**config.mk**
```make
export PLATFORM = sky130hd
export DESIGN_NAME = dot_matrix_top
export DESIGN_NICKNAME = d
export VERILOG_FILES = /design/src/icon_pkg.sv /design/src/matrix_pkg.sv /design/src/scan_if.sv /design/src/dot_matrix_top.sv /design/src/matrix_scanner.sv /design/src/glyph_rom.sv /design/src/icon_sequencer.sv /design/src/scan_tick.sv
export SDC_FILE = /design/constraint.sdc
export NUM_CORES = 1
export LEC_CHECK = 0
export BUFFER_PORTS_ARGS = -buffer_cell sky130_fd_sc_hd__buf_2
export CAP_MARGIN = 20
export CORE_MARGIN = 3
export CORE_UTILIZATION = 35
export DETAILED_ROUTE_END_ITERATION = 10
export PLACE_DENSITY_LB_ADDON = 0.05
export SLEW_MARGIN = 20
export SYNTH_ARGS = -nofsm -noshare
export SYNTH_HDL_FRONTEND = slang
export SYNTH_SLANG_ARGS = --single-unit
```
**constraint.sdc**
```tcl
create_clock -name clk -period 2.37 [get_ports clk]
set_input_delay 0.3555 -clock clk [delete_from_list [all_inputs] [get_ports clk]]
set_output_delay 0.3555 -clock clk [all_outputs]
set_load 0.05 [all_outputs]
```
**src/icon_pkg.sv**
```systemverilog
package icon_pkg;

    typedef logic [3:0] icon_t;

    // fill levels, small blob up to full square
    localparam icon_t ICON_FILL0 = 4'd0;
    localparam icon_t ICON_FILL1 = 4'd1;
    localparam icon_t ICON_FILL2 = 4'd2;
    localparam icon_t ICON_FILL3 = 4'd3;
    localparam icon_t ICON_FILL4 = 4'd4;
    localparam icon_t ICON_FILL5 = 4'd5;

    localparam icon_t ICON_DRAIN = 4'd6;
    localparam icon_t ICON_SPIN  = 4'd7;
    localparam icon_t ICON_ALARM = 4'd8;  // red only
    localparam icon_t ICON_FLAME = 4'd9;
    localparam icon_t ICON_DROP  = 4'd10; // green only
    localparam icon_t ICON_CLOCK = 4'd11; // red only

    // animation walks ICON_FILL0 .. ANIM_LAST
    localparam icon_t ANIM_LAST = ICON_FILL5;

endpackage

```
**src/matrix_pkg.sv**
```systemverilog
package matrix_pkg;

    // panel geometry
    localparam int MATRIX_ROWS = 8;
    localparam int MATRIX_COLS = 8;

    // row counter, one value per scanned row
    typedef logic [$clog2(MATRIX_ROWS)-1:0] row_idx_t;

    // one bit per row, low drives the row
    typedef logic [MATRIX_ROWS-1:0] row_sel_t;

    // one bit per column of one colour, high lights the dot
    typedef logic [MATRIX_COLS-1:0] col_t;

    localparam row_sel_t ROW_NONE = '1; // no row driven

endpackage
```
**src/scan_if.sv**
```systemverilog
`timescale 1ns/1ps

interface scan_if
    import matrix_pkg::*;
();

    row_idx_t row_idx;
    logic     temp;
    col_t     colg;
    col_t     colr;

    modport scanner (
        output row_idx,
        output temp,
        input  colg,
        input  colr
    );

    modport rom (
        input  row_idx,
        input  temp,
        output colg,
        output colr
    );

endinterface

```
**src/dot_matrix_top.sv**
```systemverilog
`timescale 1ns/1ps

module dot_matrix_top
    import icon_pkg::*;
#(
    parameter int SCAN_DIV        = 50,
    parameter int FRAMES_PER_STEP = 16
) (
    input  logic       clk,
    input  logic       rst,
    input  logic       st,
    input  logic       temp,
    input  logic       anim,
    input  logic [3:0] num,
    output logic [7:0] row,
    output logic [7:0] colg,
    output logic [7:0] colr
);

    logic  tick;
    logic  frame_start;
    icon_t icon;

    scan_if bus_if ();

    scan_tick #(
        .SCAN_DIV (SCAN_DIV)
    ) scan_tick_i (
        .clk  (clk),
        .rst  (rst),
        .st   (st),
        .tick (tick)
    );

    icon_sequencer #(
        .FRAMES_PER_STEP (FRAMES_PER_STEP)
    ) icon_sequencer_i (
        .clk         (clk),
        .rst         (rst),
        .num         (num),
        .anim        (anim),
        .frame_start (frame_start),
        .icon        (icon)
    );

    glyph_rom glyph_rom_i (
        .icon (icon),
        .bus  (bus_if.rom)
    );

    matrix_scanner matrix_scanner_i (
        .clk         (clk),
        .rst         (rst),
        .st          (st),
        .temp        (temp),
        .tick        (tick),
        .bus         (bus_if.scanner),
        .frame_start (frame_start),
        .row         (row),
        .colg        (colg),
        .colr        (colr)
    );

endmodule

```
**src/matrix_scanner.sv**
```systemverilog
`timescale 1ns/1ps

module matrix_scanner
    import matrix_pkg::*;
(
    input  logic     clk,
    input  logic     rst,
    input  logic     st,
    input  logic     temp,
    input  logic     tick,
    scan_if.scanner  bus,
    output logic     frame_start,
    output row_sel_t row,
    output col_t     colg,
    output col_t     colr
);

    row_idx_t row_idx;
    row_sel_t row_sel;
    logic     last_row;

    assign last_row    = (row_idx == row_idx_t'(MATRIX_ROWS - 1));
    assign frame_start = st && tick && last_row; // wrap 7 -> 0
    assign bus.row_idx = row_idx;
    assign bus.temp    = temp;

    always_comb
    begin
        row_sel          = ROW_NONE;
        row_sel[row_idx] = 1'b0;
    end

    always_ff @(posedge clk or posedge rst)
    begin
        if (rst)
            row_idx <= '0;
        else if (!st)
            row_idx <= '0;
        else if (tick)
            row_idx <= last_row ? '0 : row_idx + 1'b1;
    end

    // outputs lag row_idx by one cycle
    always_ff @(posedge clk or posedge rst)
    begin
        if (rst)
        begin
            row  <= ROW_NONE;
            colg <= '0;
            colr <= '0;
        end
        else if (!st)
        begin
            row  <= ROW_NONE; // blank
            colg <= '0;
            colr <= '0;
        end
        else
        begin
            row  <= row_sel;
            colg <= bus.colg;
            colr <= bus.colr;
        end
    end

endmodule

```
**src/glyph_rom.sv**
```systemverilog
`timescale 1ns/1ps

module glyph_rom
    import matrix_pkg::*;
    import icon_pkg::*;
(
    input  icon_t      icon,
    scan_if.rom        bus
);

    col_t green;
    col_t red;
    col_t red_shape;  // pattern of the red-only icons
    logic copy_green; // icon shows amber

    always_comb
    begin
        green = '0;
        case (icon)
            ICON_FILL0:
                case (bus.row_idx)
                    3'd2, 3'd5: green = 8'b0001_1000;
                    3'd3, 3'd4: green = 8'b0011_1100;
                    default:    green = '0;
                endcase
            ICON_FILL1:
                case (bus.row_idx)
                    3'd2, 3'd5: green = 8'b0011_1000;
                    3'd3, 3'd4: green = 8'b0111_1100;
                    default:    green = '0;
                endcase
            ICON_FILL2:
                case (bus.row_idx)
                    3'd2, 3'd5: green = 8'b0011_1100;
                    3'd3, 3'd4: green = 8'b0111_1110;
                    default:    green = '0;
                endcase
            ICON_FILL3:
                case (bus.row_idx)
                    3'd1, 3'd6:             green = 8'b0011_1100;
                    3'd2, 3'd3, 3'd4, 3'd5: green = 8'b0111_1110;
                    default:                green = '0;
                endcase
            ICON_FILL4:
                case (bus.row_idx)
                    3'd0, 3'd7: green = 8'b0011_1100;
                    3'd1, 3'd6: green = 8'b0111_1110;
                    default:    green = 8'b1111_1111;
                endcase
            ICON_FILL5:
                green = 8'b1111_1111; // full square
            ICON_DRAIN:
                case (bus.row_idx)
                    3'd0:    green = 8'b1100_0011;
                    3'd1:    green = 8'b1110_0011;
                    3'd2:    green = 8'b1111_0001;
                    3'd3:    green = 8'b1110_0011;
                    3'd4:    green = 8'b1100_0111;
                    3'd5:    green = 8'b1110_0111;
                    3'd6:    green = 8'b1111_0111;
                    default: green = 8'b1111_1011;
                endcase
            ICON_SPIN:
                case (bus.row_idx)
                    3'd1:    green = 8'b0000_0001;
                    3'd2:    green = 8'b1000_0001;
                    3'd3:    green = 8'b1100_0011;
                    3'd4:    green = 8'b1000_0011;
                    3'd5:    green = 8'b1100_0111;
                    3'd6:    green = 8'b1110_0111;
                    3'd7:    green = 8'b1111_0011;
                    default: green = '0;
                endcase
            ICON_FLAME:
                case (bus.row_idx)
                    3'd2:    green = 8'b0110_0000;
                    3'd3:    green = 8'b1111_1100;
                    3'd4:    green = 8'b0011_1111;
                    3'd5:    green = 8'b0011_1110;
                    3'd6:    green = 8'b0001_1100;
                    default: green = '0;
                endcase
            ICON_DROP:
                case (bus.row_idx)
                    3'd2:       green = 8'b0001_1000;
                    3'd3:       green = 8'b0011_1100;
                    3'd4, 3'd5: green = 8'b0111_1110;
                    3'd6:       green = 8'b0010_0100;
                    default:    green = '0;
                endcase
            default: green = '0; // alarm, clock and unused codes
        endcase
    end

    always_comb
    begin
        red_shape = '0;
        if (icon == ICON_ALARM)
        begin
            case (bus.row_idx)
                3'd1, 3'd7: red_shape = 8'b0011_1000;
                3'd2:       red_shape = 8'b0100_0100;
                3'd3:       red_shape = 8'b0101_1010;
                3'd4:       red_shape = 8'b0100_1010;
                3'd5:       red_shape = 8'b0011_0010;
                3'd6:       red_shape = 8'b1100_0100;
                default:    red_shape = '0;
            endcase
        end
        else if (icon == ICON_CLOCK)
        begin
            case (bus.row_idx)
                3'd0, 3'd2: red_shape = 8'b1110_0000;
                3'd1:       red_shape = 8'b0110_0000;
                3'd3:       red_shape = 8'b0011_0000;
                3'd4:       red_shape = 8'b0011_0001;
                3'd5:       red_shape = 8'b0011_0011;
                3'd6:       red_shape = 8'b0011_1110;
                default:    red_shape = 8'b0001_1100;
            endcase
        end
    end

    // hot: fill icons go amber too
    assign copy_green = (icon == ICON_DRAIN) || (icon == ICON_SPIN) || (icon == ICON_FLAME)
                        || (bus.temp && icon <= ANIM_LAST);

    assign red      = copy_green ? green : red_shape;
    assign bus.colg = green;
    assign bus.colr = red;

endmodule

```
**src/icon_sequencer.sv**
```systemverilog
`timescale 1ns/1ps

module icon_sequencer
    import icon_pkg::*;
#(
    parameter int FRAMES_PER_STEP = 16
) (
    input  logic  clk,
    input  logic  rst,
    input  icon_t num,
    input  logic  anim,
    input  logic  frame_start,
    output icon_t icon
);

    localparam int CNT_W = $clog2(FRAMES_PER_STEP + 1);

    logic [CNT_W-1:0] frame_cnt;
    logic             anim_on;   // animation seen at the last frame start
    logic             step_due;

    assign step_due = (frame_cnt == CNT_W'(FRAMES_PER_STEP - 1));

    // icon only moves at a frame boundary, so a frame never mixes two icons
    always_ff @(posedge clk or posedge rst)
    begin
        if (rst)
        begin
            icon      <= ICON_FILL0;
            frame_cnt <= '0;
            anim_on   <= 1'b0;
        end
        else if (frame_start)
        begin
            anim_on <= anim;
            if (!anim)
            begin
                icon      <= num;
                frame_cnt <= '0;
            end
            else if (!anim_on)
            begin
                icon      <= ICON_FILL0; // fresh start of the fill animation
                frame_cnt <= '0;
            end
            else if (step_due)
            begin
                frame_cnt <= '0;
                icon      <= (icon == ANIM_LAST) ? ICON_FILL0 : icon + 1'b1;
            end
            else
            begin
                frame_cnt <= frame_cnt + 1'b1;
            end
        end
    end

endmodule

```
**src/scan_tick.sv**
```systemverilog
`timescale 1ns/1ps

module scan_tick #(
    parameter int SCAN_DIV = 50
) (
    input  logic clk,
    input  logic rst,
    input  logic st,
    output logic tick
);

    localparam int CNT_W = (SCAN_DIV > 1) ? $clog2(SCAN_DIV) : 1;

    logic [CNT_W-1:0] cnt;

    always_ff @(posedge clk or posedge rst)
    begin
        if (rst)
        begin
            cnt  <= '0;
            tick <= 1'b0;
        end
        else if (!st)
        begin
            cnt  <= '0; // restart the row period when the display comes back
            tick <= 1'b0;
        end
        else if (cnt == CNT_W'(SCAN_DIV - 1))
        begin
            cnt  <= '0;
            tick <= 1'b1;
        end
        else
        begin
            cnt  <= cnt + 1'b1;
            tick <= 1'b0;
        end
    end

endmodule

```
# Word-level counts from Yosys, hierarchy flattened
# Index checks and enable logic that the tools add are counted.
[word_totals]
out_inout_bits = 24
ff_bits = 44
[op_classes]
n_eq_ne = 22
magnitude_cmp = 3
bitwise = 1
add_sub_neg = 4
mux = 34
reduce_logical = 19
[ops]
columns = ["op", "count"]
rows = [
  ["8-bit case mux with 6 select lines", 2],
  ["8-bit case mux with 10 select lines", 1],
  ["8-bit case mux with 7 select lines", 1],
  ["8-bit two-way mux", 6],
  ["7-bit case mux with 2 select lines", 3],
  ["8-bit case mux with 5 select lines", 1],
  ["6-bit case mux with 6 select lines", 1],
  ["7-bit case mux with 4 select lines", 1],
  ["4-bit by 3-bit equality test with 1-bit output (second input constant)", 4],
  ["4-bit equality test (second input constant)", 4],
  ["4-bit two-way mux", 4],
  ["8-bit case mux with 2 select lines", 1],
  ["2-bit OR reduction", 8],
  ["5-bit two-way mux", 3],
  ["3-bit equality test (second input constant)", 4],
  ["6-bit two-way mux", 2],
  ["6-bit case mux with 2 select lines", 1],
  ["3-bit two-way mux", 3],
  ["4-bit by 2-bit equality test with 1-bit output (second input constant)", 2],
  ["8-bit inverter", 1],
  ["6-bit by 1-bit adder with 6-bit output (second input constant)", 1],
  ["3-bit by 2-bit equality test with 1-bit output (second input constant)", 2],
  ["6-bit equality test (second input constant)", 1],
  ["5-bit by 1-bit adder with 5-bit output (second input constant)", 1],
  ["other kinds (18)", 25],
]

# Longest topological paths before layout
[depth]
word_depth = 7
mapped_depth = 10

# Modules after synthesis
# From an unflattened synthesis, not the netlist that was laid out.
[hier_totals]
cells_unflattened = 294
area_unflattened_um2 = 2783.9
[by_module_without_submodules]
columns = ["mod", "area_per_inst_um2", "seq_area_each_um2", "cells_each", "instances"]
rows = [
  ["matrix_scanner", 954.7, 685.7, 69, 1],
  ["glyph_rom", 927.1, 0.0, 138, 1],
  ["icon_sequencer", 574.3, 250.2, 57, 1],
  ["scan_tick", 327.8, 175.2, 30, 1],
]

# Least setup slack after synthesis
# Ideal clock, no wire load.
[synth_timing]
path_type = "register to register"
from = "register matrix_scanner_i.row_idx[2], in the netlist matrix_scanner_i.bus.row_idx[2]"
to = "register matrix_scanner_i.colr[1]"
slack_ns = 0.040
period_less_slack_ns = 2.330
t_required_ns = 2.241
stages_incl_launch_ff = 10
arrival_time_ns = 2.201
n_path_buf = 2
path_cell_list = "dfrtp_1 -> buf_2 -> clkbuf_8 -> inv_1 -> ha_1 -> or4b_1 -> o31ai_1 -> a31oi_1 -> a311oi_1 -> o21ai_1"
[synth_between]
elab_chain_len = 7
elab_cells_between_ends = 31
[synth_rtl]
columns = ["element", "line_no", "text"]
rows = [
  ["start, declared", "matrix_scanner.sv:18", "row_idx_t row_idx;"],
  ["start signal, assigned", "matrix_scanner.sv:40", "row_idx <= last_row ? '0 : row_idx + 1'b1;"],
  ["branches (longest 5 deep; another with 8-bit case mux with 10 select lines)", "--", ""],
  ["8-bit two-way mux (*)", "glyph_rom.sv:128", "assign red = copy_green ? green : red_shape;"],
  ["8-bit two-way mux (*)", "matrix_scanner.sv:52", "else if (!st)"],
  ["end signal, assigned", "matrix_scanner.sv:62", "colr <= bus.colr;"],
  ["end, declared", "matrix_scanner.sv:15", "output col_t colr"],
]
# Every way passes the cells marked *.
# A chain may end at the register's enable or synchronous reset.

# Worst setup path in the final report
[layout_timing]
from = "register matrix_scanner_i.row_idx[1], in the netlist matrix_scanner_i.bus.row_idx[1]"
to = "register matrix_scanner_i.colr[5]"
[layout_between]
elab_chain_len = 7
elab_cells_between_ends = 31
[layout_rtl]
columns = ["element", "line_no"]
rows = [
  ["branches (longest 5 deep; another with 8-bit case mux with 10 select lines)", "--"],
  ["8-bit two-way mux (*)", "glyph_rom.sv:128"],
  ["8-bit two-way mux (*)", "matrix_scanner.sv:52"],
]
# Marked as above.

==> impl_metrics.csv <==
group,metric,value,unit
setup_path,crit_slowest_cell,"or4b_1",
timing,hold_viol_final,0,
final_layout,syn_to_final_growth,17.0,%
clock_network,cts_made_buffers,5,
detailed_routing,first_pass_iters,4,
power,seqPwrFrac,0.568,
setup_path,r2r_slack,0.15,ns
final_layout,drive_gt1_frac,0.263,
clock_network,postCtsHoldBufs,0,
final_layout,final_nets,351,
power,p_int,1.02,mW
power,power.switching,0.329,mW
setup_path,cp_cell_sequence,"ha_1 > ha_1 > or4b_1 > a221o_1 > a21boi_1 > buf_4 > o21ai_1",
power,total_power,1.35,mW
grt,antenna_found_initial,0,
setup_path,cp_num_buf_inv,1,
setup_path,r2r_start,"matrix_scanner_i.bus.row_idx[1]",
power,power.density,431,nW/um^2
detailed_routing,dr_total_vias,2209,
flow_run,drv_cap,0,
final_layout,stdcell_count,426,
setup_path,worst_setup_path_end_kind,"register",
power,share_comb_of_total_power,0.056,
placed_design,placed_cells,418,
timing,slew_headroom,0.467,
floorplan,boundaryPins,33,
floorplan,start_util,0.364,
floorplan,coreArea,7330,sq um
detailed_routing,routed_wl,6700,um
grt,grt_pass1_wl,11000,um
logic_synthesis,syn_inst,286,
timing,fin_crit_sh,0.937,
detailed_routing,drc_errors,0,
clock_network,cts_tree,"done",
setup_path,path_common_cell,"ha_1",
setup_path,cp-startpoint,"matrix_scanner_i.bus.row_idx[1]",
power,p_clk_frac,0.376,
setup_path,crit_path_max_incr_delay,0.54,ns
setup_path,rr_worst_depth,7,
timing,setup_viol,0,
setup_path,timing.rr.end,"matrix_scanner_i.colr[5]",
setup_path,worst_setup_path_start_kind,"register",
setup_path,cp-endpoint,"matrix_scanner_i.colr[5]",
timing,worst_slew_pin_slew,0.794,ns
placed_design,hpwl,4940,um
logic_synthesis,ys.flop_type,"dfrtp_1",
clock_network,cts_buffer_depth,2,
status,status,"complete, no violations",
clock_network,cts.clk_slew.worst_paths,0.09,ns
placed_design,portBuffers,32,
logic_synthesis,synth_nets,311,
logic_synthesis,seq_area_frac_synth,0.416,
detailed_routing,vias_per_cell,5.19,
grt,grt_pass1_vias,2147,
power,switching_share,0.245,
logic_synthesis,ys_ff_latch,44,
logic_synthesis,syn_area,2670,sq um
floorplan,die_w,93.3,um
timing,worst_clock_skew,0.00479,ns
final_layout,diodes,0,
detailed_routing,drt_iter0_markers,93,
floorplan,dieHeight,93.3,um
power,leakage,1.41,nW
clock_network,root_buffer,"clkbuf_8",
floorplan,die-area,8710,sq um
min_path,min_path_type,"input port to async pin",
detailed_routing,wl_per_cell,15.7,um
setup_path,required,2.56,ns
clock_network,cts.sinks,44,
timing,fmax,450,MHz
setup_path,cp_top_family,"compound AO/OA/AOI/OAI gates",
logic_synthesis,avgSynthCellArea,9.34,sq um
placed_design,gp_congestion,0.978,
clock_network,htree_num_levels,2,
logic_synthesis,async_reset_ff_frac,1.00,
clock_network,worstSkewPairLatency,0.30,ns
logic_synthesis,yosysWarnings,0,
grt,globalRouteTotalUtil,0.160,
logic_synthesis,synth_edf_count,0,
floorplan,num_rows,31,
timing,slew_viol_final,0,
setup_path,critical_path_class,"register to register",
timing,period_minus_slack,2.22,ns
grt,grt_max_degree,26,
timing,setup_tns,0,ns
setup_path,arrival,2.41,ns
detailed_routing,postRouteAntennaNets,0,
grt,grt_overflow_total,0,
power,peakVddDrop,0.208,mV
logic_synthesis,synth.distinct_cells,65,
timing,rsz0062_at_grt,"no",
setup_path,cp.depth,7,
setup_path,crit_fanout,5,
## how the worst min path moves through the flow
| stage | to | slack, ns |
|---|---|---|
| 2_1_floorplan | scan_tick_i.cnt[0] | 0.45 |
| 3_3_place_gp | scan_tick_i.cnt[3] | 0.44 |
| 3_5_place_dp | scan_tick_i.cnt[3] | 0.45 |
| 4_1_cts | scan_tick_i.cnt[3] | 0.12 |
| 5_1_grt | scan_tick_i.cnt[5] | 0.13 |
| 6_report | scan_tick_i.cnt[3] | 0.09 |
## metal layers
layer  wire, um  vias up  GRT usage
met5          0        -          0
met4         92        0     0.0476
met3        204        7     0.0298
met2       3150       48      0.267
met1       3250     1043      0.211
li1           -     1111          -
## synth_stat cells (2+ instances only)
master | number | area (sq um)
or4b_1 | 2 | 20.0
a221oi_1 | 2 | 17.5
and4bb_2 | 2 | 25.0
o31ai_1 | 2 | 15.0
a211oi_1 | 5 | 37.5
buf_6 | 3 | 33.8
dfrtp_1 | 36 | 901
o221ai_1 | 2 | 17.5
a21o_1 | 2 | 15.0
a31oi_1 | 6 | 37.5
o211a_1 | 2 | 20.0
o21ai_0 | 24 | 120
inv_1 | 9 | 33.8
buf_2 | 7 | 35.0
nand4_1 | 2 | 12.5
o21ai_1 | 5 | 25.0
nand2_1 | 23 | 86.3
nor3_1 | 7 | 35.0
nor2_1 | 30 | 113
xnor2_1 | 3 | 26.3
or3_1 | 2 | 12.5
nand3b_1 | 3 | 22.5
a211o_1 | 2 | 17.5
nand2b_1 | 5 | 31.3
ha_1 | 16 | 200
a21oi_1 | 12 | 60.1
clkbuf_1 | 8 | 30.0
a32oi_1 | 4 | 35.0
xor2_1 | 2 | 17.5
dfstp_2 | 8 | 210
nor2b_1 | 5 | 31.3
nand3_1 | 12 | 60.1
## power by group through the flow
stage | logic, mW | clock network [mW] | registers (mW)
2_1_floorplan | 0.0425 | 0 | 0.787
3_3_place_gp | 0.0773 | 0 | 0.779
3_5_place_dp | 0.0777 | 0 | 0.780
4_1_cts | 0.0778 | 0.527 | 0.765
5_1_grt | 0.0857 | 0.563 | 0.767
6_report | 0.0749 | 0.506 | 0.765
## state kept, by name, indices dropped and copies added (netlist names)
register,cells
matrix_scanner_i.bus.row_idx,3
matrix_scanner_i.colg,8
icon_sequencer_i.anim_on,1
scan_tick_i.tick,1
matrix_scanner_i.colr,8
matrix_scanner_i.row,8
scan_tick_i.cnt,6
icon_sequencer_i.icon,4
icon_sequencer_i.frame_cnt,5
## through the flow
step                      setup WS [ns]  utilization  hold slack, ns  cell area [sq um]
after global placement           0.0426        0.410           0.440               3000
final                             0.149        0.426          0.0921               3120
after CTS                        0.0260        0.423           0.116               3100
after detailed placement         0.0455        0.410           0.448               3000
after floorplan                  0.0399            -           0.451               2670
after global routing            0.00885        0.426           0.127               3120
## what timing repair did
| action | 4_1_cts | 5_1_grt |
|---|---|---|
| resized for setup | 0 | 5 |
| setup endpoints to repair | 0 | 6 |
| setup buffers | 0 | 0 |
## area by class of cell
cell class | instances | area (sq um)
fill | 750 | 4210
multi-input combinational | 212 | 1420
sequential | 44 | 1110
timing repair buffer | 54 | 338
tap | 99 | 124
clock buffer | 6 | 82.6
inverter | 9 | 33.8
clock inverter | 2 | 15.0
## kinds of logic after synthesis
family	Yosys count	synth area share
flops	44	0.416
buf+inv	30	0.0604
simple gates	106	0.220
xor+xnor	5	0.0164
fa+ha+maj	16	0.0750
compound gates	84	0.209
mux	1	0.00375
## cell usage in the layout (no fill, tap or decap), types with 3 or more instances in the layout
cell	instances
dfrtp_1	36
buf_2	32
nor2_1	30
o21ai_0	23
nand2_1	23
buf_4	21
ha_1	16
nand3_1	12
a21oi_1	12
inv_1	8
dfstp_2	8
nor3_1	7
a31oi_1	6
o21ai_1	6
clkbuf_8	6
nand2b_1	5
nor2b_1	5
a211oi_1	4
a32oi_1	4
nand3b_1	3
xnor2_1	3
No activity file was read; power rests on OpenSTA's default activity.
